### src/hdl/rv_core_pkg.sv
package rv_core_pkg;

  localparam int XLEN = 32;
  localparam int REG_IDX_W = 5;

  typedef logic [XLEN-1:0]      xlen_t;
  typedef logic [XLEN-1:0]      addr_t;
  typedef logic [REG_IDX_W-1:0] reg_idx_t;
  typedef logic [3:0]           byte_en_t;

  typedef enum logic [2:0] {
    ALU_ADD,
    ALU_SUB,
    ALU_AND,
    ALU_OR,
    ALU_XOR,
    ALU_SLT
  } alu_op_t;

  // operand source for the execute stage
  typedef enum logic [1:0] {
    FWD_REG,
    FWD_MEM,
    FWD_WB
  } fwd_sel_t;

  localparam logic [6:0] OPC_RTYPE  = 7'b0110011;
  localparam logic [6:0] OPC_ITYPE  = 7'b0010011;
  localparam logic [6:0] OPC_LOAD   = 7'b0000011;
  localparam logic [6:0] OPC_STORE  = 7'b0100011;
  localparam logic [6:0] OPC_BRANCH = 7'b1100011;

  // funct3 of the supported loads and stores
  localparam logic [2:0] F3_BYTE   = 3'b000;
  localparam logic [2:0] F3_WORD   = 3'b010;
  localparam logic [2:0] F3_BYTE_U = 3'b100;

  localparam addr_t RESET_PC = 32'h0000_0000;
  // addi x0, x0, 0
  localparam xlen_t NOP_WORD = 32'h0000_0013;

endpackage

### src/hdl/fetch_stage.sv
`timescale 1ns/1ps

module fetch_stage
  ( input  logic                clk
  , input  logic                reset
  , input  logic                stall
  , input  logic                branch_taken
  , input  rv_core_pkg::addr_t  branch_target
  , output rv_core_pkg::addr_t  pc
  );

  rv_core_pkg::addr_t pc_next;

  // a taken branch wins over a stall, the two never overlap anyway
  always_comb begin
    if (branch_taken) begin
      pc_next = branch_target;
    end else if (stall) begin
      pc_next = pc;
    end else begin
      pc_next = pc + 32'd4;
    end
  end

  always_ff @(posedge clk) begin
    if (reset) begin
      pc <= rv_core_pkg::RESET_PC;
    end else begin
      pc <= pc_next;
    end
  end

endmodule

### src/hdl/decode_stage.sv
`timescale 1ns/1ps

module decode_stage
  ( input  logic                  clk
  , input  rv_core_pkg::xlen_t    instr
  , input  rv_core_pkg::reg_idx_t wb_rd
  , input  rv_core_pkg::xlen_t    wb_data
  , input  logic                  wb_we
  , output rv_core_pkg::reg_idx_t rs1
  , output rv_core_pkg::reg_idx_t rs2
  , output rv_core_pkg::reg_idx_t rd
  , output rv_core_pkg::xlen_t    rs1_val
  , output rv_core_pkg::xlen_t    rs2_val
  , output rv_core_pkg::xlen_t    imm
  , output rv_core_pkg::alu_op_t  alu_op
  , output logic                  alu_src_imm
  , output logic                  reg_write
  , output logic                  mem_read
  , output logic                  mem_write
  , output logic                  is_branch
  , output logic [2:0]            funct3
  );

  rv_core_pkg::xlen_t regs [32];
  logic [6:0]         opcode;

  function automatic rv_core_pkg::alu_op_t alu_from_funct3(input logic [2:0] f3,
                                                           input logic       sub);
    case (f3)
      3'b000:  return sub ? rv_core_pkg::ALU_SUB : rv_core_pkg::ALU_ADD;
      3'b010:  return rv_core_pkg::ALU_SLT;
      3'b100:  return rv_core_pkg::ALU_XOR;
      3'b110:  return rv_core_pkg::ALU_OR;
      3'b111:  return rv_core_pkg::ALU_AND;
      default: return rv_core_pkg::ALU_ADD;
    endcase
  endfunction

  assign opcode = instr[6:0];
  assign rs1    = instr[19:15];
  assign rs2    = instr[24:20];
  assign rd     = instr[11:7];
  assign funct3 = instr[14:12];

  always_comb begin
    alu_op      = rv_core_pkg::ALU_ADD;
    alu_src_imm = 1'b0;
    reg_write   = 1'b0;
    mem_read    = 1'b0;
    mem_write   = 1'b0;
    is_branch   = 1'b0;
    imm         = {{20{instr[31]}}, instr[31:20]};
    case (opcode)
      rv_core_pkg::OPC_RTYPE: begin
        // bit 30 separates sub from add
        alu_op    = alu_from_funct3(funct3, instr[30]);
        reg_write = 1'b1;
      end
      rv_core_pkg::OPC_ITYPE: begin
        alu_op      = alu_from_funct3(funct3, 1'b0);
        alu_src_imm = 1'b1;
        reg_write   = 1'b1;
      end
      rv_core_pkg::OPC_LOAD: begin
        alu_src_imm = 1'b1;
        reg_write   = 1'b1;
        mem_read    = 1'b1;
      end
      rv_core_pkg::OPC_STORE: begin
        alu_src_imm = 1'b1;
        mem_write   = 1'b1;
        imm         = {{20{instr[31]}}, instr[31:25], instr[11:7]};
      end
      rv_core_pkg::OPC_BRANCH: begin
        is_branch = 1'b1;
        imm = {{19{instr[31]}}, instr[31], instr[7], instr[30:25], instr[11:8], 1'b0};
      end
      default: begin
      end
    endcase
  end

  // register file, written by writeback and bypassed on a same-cycle read
  always_ff @(posedge clk) begin
    if (wb_we && wb_rd != '0) begin
      regs[wb_rd] <= wb_data;
    end
  end

  assign rs1_val = (rs1 == '0) ? '0 : (wb_we && wb_rd == rs1) ? wb_data : regs[rs1];
  assign rs2_val = (rs2 == '0) ? '0 : (wb_we && wb_rd == rs2) ? wb_data : regs[rs2];

endmodule

### src/hdl/execute_stage.sv
`timescale 1ns/1ps

module execute_stage
  ( input  rv_core_pkg::xlen_t    rs1_val
  , input  rv_core_pkg::xlen_t    rs2_val
  , input  rv_core_pkg::xlen_t    imm
  , input  rv_core_pkg::xlen_t    mem_fwd
  , input  rv_core_pkg::xlen_t    wb_fwd
  , input  rv_core_pkg::addr_t    pc
  , input  rv_core_pkg::fwd_sel_t fwd_a
  , input  rv_core_pkg::fwd_sel_t fwd_b
  , input  rv_core_pkg::alu_op_t  alu_op
  , input  logic                  alu_src_imm
  , input  logic                  is_branch
  , output rv_core_pkg::xlen_t    alu_result
  , output rv_core_pkg::xlen_t    store_data
  , output logic                  branch_taken
  , output rv_core_pkg::addr_t    branch_target
  );

  rv_core_pkg::xlen_t op_a;
  rv_core_pkg::xlen_t op_b_reg;
  rv_core_pkg::xlen_t op_b;

  function automatic rv_core_pkg::xlen_t pick(input rv_core_pkg::fwd_sel_t sel,
                                              input rv_core_pkg::xlen_t    reg_val,
                                              input rv_core_pkg::xlen_t    mem_val,
                                              input rv_core_pkg::xlen_t    wb_val);
    case (sel)
      rv_core_pkg::FWD_MEM: return mem_val;
      rv_core_pkg::FWD_WB:  return wb_val;
      default:              return reg_val;
    endcase
  endfunction

  assign op_a     = pick(fwd_a, rs1_val, mem_fwd, wb_fwd);
  assign op_b_reg = pick(fwd_b, rs2_val, mem_fwd, wb_fwd);
  assign op_b     = alu_src_imm ? imm : op_b_reg;

  // stores take the forwarded rs2, not the immediate
  assign store_data = op_b_reg;

  always_comb begin
    case (alu_op)
      rv_core_pkg::ALU_SUB: alu_result = op_a - op_b;
      rv_core_pkg::ALU_AND: alu_result = op_a & op_b;
      rv_core_pkg::ALU_OR:  alu_result = op_a | op_b;
      rv_core_pkg::ALU_XOR: alu_result = op_a ^ op_b;
      rv_core_pkg::ALU_SLT: alu_result = {31'b0, $signed(op_a) < $signed(op_b)};
      default:              alu_result = op_a + op_b;
    endcase
  end

  // beq only
  assign branch_taken  = is_branch && (op_a == op_b_reg);
  assign branch_target = pc + imm;

endmodule

### src/hdl/memory_stage.sv
`timescale 1ns/1ps

module memory_stage
  ( input  rv_core_pkg::xlen_t     alu_result
  , input  rv_core_pkg::xlen_t     store_data
  , input  logic [2:0]             funct3
  , input  logic                   mem_read
  , input  logic                   mem_write
  , input  rv_core_pkg::xlen_t     data_rdata
  , output rv_core_pkg::addr_t     data_addr
  , output rv_core_pkg::xlen_t     data_wdata
  , output rv_core_pkg::byte_en_t  data_we
  , output rv_core_pkg::xlen_t     load_data
  );

  logic [1:0] lane;
  logic [7:0] load_byte;

  assign lane      = alu_result[1:0];
  assign data_addr = alu_result;

  // sb puts the byte on every lane, the enable picks one
  assign data_wdata = (funct3 == rv_core_pkg::F3_WORD) ? store_data : {4{store_data[7:0]}};

  always_comb begin
    if (!mem_write) begin
      data_we = 4'b0000;
    end else if (funct3 == rv_core_pkg::F3_WORD) begin
      data_we = 4'b1111;
    end else begin
      data_we = 4'b0001 << lane;
    end
  end

  assign load_byte = data_rdata[{lane, 3'b000} +: 8];

  always_comb begin
    if (!mem_read) begin
      load_data = '0;
    end else begin
      case (funct3)
        rv_core_pkg::F3_BYTE:   load_data = {{24{load_byte[7]}}, load_byte};
        rv_core_pkg::F3_BYTE_U: load_data = {24'b0, load_byte};
        default:                load_data = data_rdata;
      endcase
    end
  end

endmodule

### src/hdl/hazard_unit.sv
`timescale 1ns/1ps

module hazard_unit
  ( input  rv_core_pkg::reg_idx_t rs1e
  , input  rv_core_pkg::reg_idx_t rs2e
  , input  rv_core_pkg::reg_idx_t rde
  , input  rv_core_pkg::reg_idx_t rdm
  , input  rv_core_pkg::reg_idx_t rdw
  , input  rv_core_pkg::reg_idx_t rs1d
  , input  rv_core_pkg::reg_idx_t rs2d
  , input  logic                  reg_write_m
  , input  logic                  reg_write_w
  , input  logic                  mem_read_e
  , input  logic                  branch_taken
  , output rv_core_pkg::fwd_sel_t fwd_a
  , output rv_core_pkg::fwd_sel_t fwd_b
  , output logic                  stall_f
  , output logic                  stall_d
  , output logic                  flush_d
  , output logic                  flush_e
  );

  logic load_use;

  // youngest producer first, x0 is never forwarded
  function automatic rv_core_pkg::fwd_sel_t fwd_for(input rv_core_pkg::reg_idx_t src);
    if (src == '0) begin
      return rv_core_pkg::FWD_REG;
    end else if (reg_write_m && rdm == src) begin
      return rv_core_pkg::FWD_MEM;
    end else if (reg_write_w && rdw == src) begin
      return rv_core_pkg::FWD_WB;
    end
    return rv_core_pkg::FWD_REG;
  endfunction

  always_comb begin
    fwd_a = fwd_for(rs1e);
    fwd_b = fwd_for(rs2e);
  end

  // load result is not ready until writeback, so hold decode one cycle
  assign load_use = mem_read_e && (rde != '0) && (rde == rs1d || rde == rs2d);

  assign stall_f = load_use;
  assign stall_d = load_use;
  assign flush_d = branch_taken;
  assign flush_e = branch_taken;

endmodule

### src/hdl/rv_core_pipelined.sv
`timescale 1ns/1ps

// five-stage core, the stage registers live here
module rv_core_pipelined
  ( input  logic                  clk
  , input  logic                  reset

  , output rv_core_pkg::addr_t    instr_addr
  , input  rv_core_pkg::xlen_t    instr_rdata

  , output rv_core_pkg::addr_t    data_addr
  , output rv_core_pkg::xlen_t    data_wdata
  , output rv_core_pkg::byte_en_t data_we
  , input  rv_core_pkg::xlen_t    data_rdata
  );

  rv_core_pkg::addr_t    pc_f, pc_d, pc_e;
  rv_core_pkg::xlen_t    instr_d;

  rv_core_pkg::reg_idx_t rs1_d, rs2_d, rd_d, rs1_e, rs2_e, rd_e, rd_m, rd_w;
  rv_core_pkg::xlen_t    rs1_val_d, rs2_val_d, imm_d, rs1_val_e, rs2_val_e, imm_e;
  rv_core_pkg::alu_op_t  alu_op_d, alu_op_e;
  logic                  alu_src_imm_d, alu_src_imm_e;
  logic                  reg_write_d, reg_write_e, reg_write_m, reg_write_w;
  logic                  mem_read_d, mem_read_e, mem_read_m, mem_read_w;
  logic                  mem_write_d, mem_write_e, mem_write_m;
  logic                  is_branch_d, is_branch_e;
  logic [2:0]            funct3_d, funct3_e, funct3_m;

  rv_core_pkg::xlen_t    alu_result_e, store_data_e, alu_result_m, store_data_m;
  rv_core_pkg::xlen_t    load_data_m, alu_result_w, load_data_w, wb_data;
  logic                  branch_taken;
  rv_core_pkg::addr_t    branch_target;

  rv_core_pkg::fwd_sel_t fwd_a, fwd_b;
  logic                  stall_f, stall_d, flush_d, flush_e;

  fetch_stage u_fetch_stage
    ( .clk           ( clk           )
    , .reset         ( reset         )
    , .stall         ( stall_f       )
    , .branch_taken  ( branch_taken  )
    , .branch_target ( branch_target )
    , .pc            ( pc_f          )
    );

  assign instr_addr = pc_f;

  // if/id, a flushed slot becomes a nop
  always_ff @(posedge clk) begin
    if (reset || flush_d) begin
      instr_d <= rv_core_pkg::NOP_WORD;
    end else if (!stall_d) begin
      instr_d <= instr_rdata;
    end
    if (!stall_d) begin
      pc_d <= pc_f;
    end
  end

  decode_stage u_decode_stage
    ( .clk         ( clk           )
    , .instr       ( instr_d       )
    , .wb_rd       ( rd_w          )
    , .wb_data     ( wb_data       )
    , .wb_we       ( reg_write_w   )
    , .rs1         ( rs1_d         )
    , .rs2         ( rs2_d         )
    , .rd          ( rd_d          )
    , .rs1_val     ( rs1_val_d     )
    , .rs2_val     ( rs2_val_d     )
    , .imm         ( imm_d         )
    , .alu_op      ( alu_op_d      )
    , .alu_src_imm ( alu_src_imm_d )
    , .reg_write   ( reg_write_d   )
    , .mem_read    ( mem_read_d    )
    , .mem_write   ( mem_write_d   )
    , .is_branch   ( is_branch_d   )
    , .funct3      ( funct3_d      )
    );

  // id/ex, a stalled decode also sends a bubble into execute
  always_ff @(posedge clk) begin
    if (reset || flush_e || stall_d) begin
      reg_write_e <= 1'b0;
      mem_read_e  <= 1'b0;
      mem_write_e <= 1'b0;
      is_branch_e <= 1'b0;
    end else begin
      reg_write_e <= reg_write_d;
      mem_read_e  <= mem_read_d;
      mem_write_e <= mem_write_d;
      is_branch_e <= is_branch_d;
    end
  end

  always_ff @(posedge clk) begin
    pc_e          <= pc_d;
    rs1_e         <= rs1_d;
    rs2_e         <= rs2_d;
    rd_e          <= rd_d;
    rs1_val_e     <= rs1_val_d;
    rs2_val_e     <= rs2_val_d;
    imm_e         <= imm_d;
    alu_op_e      <= alu_op_d;
    alu_src_imm_e <= alu_src_imm_d;
    funct3_e      <= funct3_d;
  end

  execute_stage u_execute_stage
    ( .rs1_val       ( rs1_val_e     )
    , .rs2_val       ( rs2_val_e     )
    , .imm           ( imm_e         )
    , .mem_fwd       ( alu_result_m  )
    , .wb_fwd        ( wb_data       )
    , .pc            ( pc_e          )
    , .fwd_a         ( fwd_a         )
    , .fwd_b         ( fwd_b         )
    , .alu_op        ( alu_op_e      )
    , .alu_src_imm   ( alu_src_imm_e )
    , .is_branch     ( is_branch_e   )
    , .alu_result    ( alu_result_e  )
    , .store_data    ( store_data_e  )
    , .branch_taken  ( branch_taken  )
    , .branch_target ( branch_target )
    );

  // ex/mem
  always_ff @(posedge clk) begin
    if (reset) begin
      reg_write_m <= 1'b0;
      mem_read_m  <= 1'b0;
      mem_write_m <= 1'b0;
    end else begin
      reg_write_m <= reg_write_e;
      mem_read_m  <= mem_read_e;
      mem_write_m <= mem_write_e;
    end
    alu_result_m <= alu_result_e;
    store_data_m <= store_data_e;
    rd_m         <= rd_e;
    funct3_m     <= funct3_e;
  end

  memory_stage u_memory_stage
    ( .alu_result ( alu_result_m )
    , .store_data ( store_data_m )
    , .funct3     ( funct3_m     )
    , .mem_read   ( mem_read_m   )
    , .mem_write  ( mem_write_m  )
    , .data_rdata ( data_rdata   )
    , .data_addr  ( data_addr    )
    , .data_wdata ( data_wdata   )
    , .data_we    ( data_we      )
    , .load_data  ( load_data_m  )
    );

  // mem/wb
  always_ff @(posedge clk) begin
    if (reset) begin
      reg_write_w <= 1'b0;
      mem_read_w  <= 1'b0;
    end else begin
      reg_write_w <= reg_write_m;
      mem_read_w  <= mem_read_m;
    end
    alu_result_w <= alu_result_m;
    load_data_w  <= load_data_m;
    rd_w         <= rd_m;
  end

  assign wb_data = mem_read_w ? load_data_w : alu_result_w;

  hazard_unit u_hazard_unit
    ( .rs1e         ( rs1_e        )
    , .rs2e         ( rs2_e        )
    , .rde          ( rd_e         )
    , .rdm          ( rd_m         )
    , .rdw          ( rd_w         )
    , .rs1d         ( rs1_d        )
    , .rs2d         ( rs2_d        )
    , .reg_write_m  ( reg_write_m  )
    , .reg_write_w  ( reg_write_w  )
    , .mem_read_e   ( mem_read_e   )
    , .branch_taken ( branch_taken )
    , .fwd_a        ( fwd_a        )
    , .fwd_b        ( fwd_b        )
    , .stall_f      ( stall_f      )
    , .stall_d      ( stall_d      )
    , .flush_d      ( flush_d      )
    , .flush_e      ( flush_e      )
    );

endmodule

### config.mk
export PLATFORM = sky130hd
export DESIGN_NAME = rv_core_pipelined
export DESIGN_NICKNAME = d
export VERILOG_FILES = /design/src/hdl/rv_core_pkg.sv /design/src/hdl/fetch_stage.sv /design/src/hdl/decode_stage.sv /design/src/hdl/execute_stage.sv /design/src/hdl/memory_stage.sv /design/src/hdl/hazard_unit.sv /design/src/hdl/rv_core_pipelined.sv
export SDC_FILE = /design/constraint.sdc
export NUM_CORES = 2
export LEC_CHECK = 0
export BUFFER_PORTS_ARGS = -buffer_cell sky130_fd_sc_hd__buf_4
export CAP_MARGIN = 20
export CORE_UTILIZATION = 25
export DETAILED_ROUTE_END_ITERATION = 10
export HOLD_SLACK_MARGIN = 0.15
export SYNTH_ARGS = -nofsm -noshare
export SYNTH_HDL_FRONTEND = slang
export SYNTH_SLANG_ARGS = --single-unit
export TNS_END_PERCENT = 5
### constraint.sdc
create_clock -name clk -period 10.9 [get_ports clk]
set_clock_uncertainty 0.15 [all_clocks]
set_input_delay 0.545 -clock clk [delete_from_list [all_inputs] [get_ports clk]]
set_output_delay 0.545 -clock clk [all_outputs]
set_load 0.1 [all_outputs]
==> impl_metrics.csv <==
group,metric,value,unit
floorplan,initial_core_util,25.1,%
grt,grt_start_max_net_pins,93,
worst_setup_path,cp-start-kind,"register",
layout,drive_above_1_share,23.8,%
sta,hold_violations,0,
routing,drc_errors,0,
pwr,p_per_area,198,nW/µm²
routing,vias,46405,
run,maxCapViolCount,0,
worst_setup_path,critPathArrivalTime,7070,ps
grt,grt_pass1_wl,331,mm
synthesis,synth_simple_gate_area_share,5.37,%
place,gp_congestion,0.937,
layout,final_common_cell,"edfxtp_1",
routing,vias_per_cell,5.37,
clock_network,clock_sinks,1401,
sta,rsz0062_at_grt,"false",
synthesis,synth_edf_count,1056,
synthesis,async_flop_share,0,%
synthesis,synth_compound_area_share,10.6,%
clock_network,cts_resized,0,
synthesis,syn_avg_cell_area,14.5,µm²
place,placed_area,74300,µm²
clock_network,cts_made_buffers,155,
hold_path,worstHoldStart,"funct3_e[2]",
floorplan,pin_count,166,
sta,worst_slack,4340,ps
worst_setup_path,crit_path_start,"rd_w[4]",
grt,met1_usage,21.9,%
sta,drv_slew,0,
floorplan,core,273000,µm²
routing,routed_wl,231,mm
grt,busiest_layer,"met2",
clock_network,clk_latency,810,ps
worst_setup_path,end_kind,"register",
place,place_ws,4530,ps
place,place_hpwl,143,mm
clock_network,cts-root-buf,"clkbuf_16",
routing,drt_iter0_drc,5693,
sta,finalSetupTns,0,ps
clock_network,cts_tree,"built",
sta,relSlewSlack,20.8,%
clock_network,htreeDepth,4,
synthesis,yosysWarnings,0,
grt,grt_antenna_before_repair,11,
layout,fin_area,80000,µm²
layout,final_util,29.3,%
floorplan,dieHeight,526,µm
pwr,leakage,0.0266,µW
routing,wire_per_inst,26.7,µm
grt,gr-usage-met2,25.8,%
sta,worstMarginPinSlew,1190,ps
worst_setup_path,crit_required,11410,ps
floorplan,die_x,526,µm
synthesis,ys.flop_type,"edfxtp_1",
synthesis,synth_xor_area_share,1.45,%
pwr,finalPower,15800,µW
synthesis,yosysSeqAreaShare,56.2,%
pwr,peakVddDrop,0.000149,V
synthesis,ys_types,85,
sta,period_share,60.2,%
synthesis,syn_area,68700,µm²
sta,timing.final.crit_period,6560,ps
layout,area_growth,16.6,%
synthesis,synth_top_family_by_area,"multiplexers",
grt,grt-ovfl-total,0,
worst_setup_path,crit_type,"register to register",
layout,layout.nets,5114,
sta,setup_viol,0,
hold_path,hold_class,"register to register",
routing,firstDrtPassIters,8,
sta,fmax,153,MHz
run_status,status,"completed",
synthesis,synth_fa_ha_area_share,2.42,%
floorplan,rows,192,
synthesis,ys_seq_elements,1401,
synthesis,synthCells,4748,
grt,use_met3,3.01,%
worst_setup_path,critPathMaxFanout,40,
place,port_buffers,165,
worst_setup_path,r2r_start,"rd_w[4]",
clock_network,cts_buffer_depth,3,
layout,layout_common_cells,"1056 x edfxtp_1, 485 x mux4_2, 333 x dfxtp_1",
clock_network,clk_transition_reported_paths,60,ps
routing,ant_nets,0,
synthesis,yosys-mux-area-fraction,21.0,%
grt,grt_util_all_layers,16.2,%
floorplan,die_area,277000,µm²
grt,grt_pass1_vias,46007,
[state kept, by name, indices dropped and copies added (netlist names), 5 cells and up]
name                 flops
rd_e                     5
rs2_val_e               32
load_data_w             32
u_decode_stage.regs   1024
pc_d                    32
imm_e                   13
instr_d                 32
rs1_val_e               32
pc_e                    32
rs1_e                    5
u_fetch_stage.pc        32
alu_result_w            32
rs2_e                    5
rd_m                     5
alu_result_m            32
rd_w                     5
store_data_m            32
[critical path, stage by stage (launching register included)]
cell and delay, ps:
dfxtp_1 620, xnor2_1 190, nand4_1 220, a211oi_4 200, buf_4 440, a21oi_2 100
buf_4 240, a221o_1 360, mux2_2 290, ha_1 380, inv_1 110, a21oi_1 280
o21ai_0 200, a31oi_1 470, a21oi_1 330, a311oi_1 940, o21ai_0 250, o21ai_0 340
mux2i_1 220, nand3_1 90
[metrics by stage]
| step | hold WS [ps] | std cells |
|---|---|---|
| 6_report | 178 | 8636 |
| 5_1_grt | 181 | 8633 |
| 4_1_cts | 174 | 8632 |
| 3_5_place_dp | 164 | 8280 |
| 3_3_place_gp | 163 | 8278 |
| 2_1_floorplan | 160 | 4779 |
[what timing repair did]
item / CTS / global route
hold buffers: 68 / 0
endpoints found under the hold margin: 64 / 0
buffers inserted: 0 / 0
[layout make-up]
cell class,count,area [µm²]
Inverter,124,465
Fill cell,27152,193000
Clock buffer,200,4180
Sequential cell,1401,38700
Multi-Input combinational cell,2887,28500
Clock inverter,84,877
Timing Repair Buffer,348,2870
Tap cell,3589,4490
Antenna cell,3,7.51
[path summary, 6_finish.rpt]
kind	cells after the start	slack (ps)	to
setup / recovery	19	4340	alu_result_m[30]
setup reg to reg	19	4340	alu_result_m[30]
hold reg to reg	0	180	funct3_m[2]
hold / removal	0	180	funct3_m[2]
[logic make-up (layout without fill, tap and decap cells)]
logic type,count (synthesis),in the layout
xor+xnor,114,114
buf+inv,491,756
fa+ha+maj,131,131
compound gates,1026,1026
mux,822,822
flops,1401,1401
simple gates,762,762
other cells,1,35
[synthesized netlist by cell type, types with 81 or more instances]
| cell type | count | share of area [%] |
|---|---|---|
| mux4_2 | 485 | 16 |
| inv_1 | 123 | 0.67 |
| mux2i_1 | 232 | 3.4 |
| a211oi_1 | 88 | 0.96 |
| edfxtp_1 | 1056 | 46 |
| dfxtp_1 | 345 | 10 |
| buf_1 | 81 | 0.44 |
| a21oi_1 | 220 | 1.6 |
| nor2_1 | 248 | 1.4 |
| o211ai_1 | 87 | 0.95 |
| nand2_1 | 179 | 0.98 |
| o21ai_0 | 95 | 0.69 |
| mux2_2 | 105 | 1.7 |
| clkbuf_1 | 241 | 1.3 |
| ha_1 | 128 | 2.3 |
[routing by layer]
metal	up-vias	wire (µm)
met5	-	0
met4	0	8630
met3	462	21600
met2	2630	106000
met1	23949	95000
li1	19364	-
[where the power goes]
part	switching (µW)	total, µW	internal, µW
clock network	2260	5260	2990
registers	337	6910	6570
logic	2650	3650	995
total	5250	15800	10600
No activity file was read; power rests on OpenSTA's default activity.
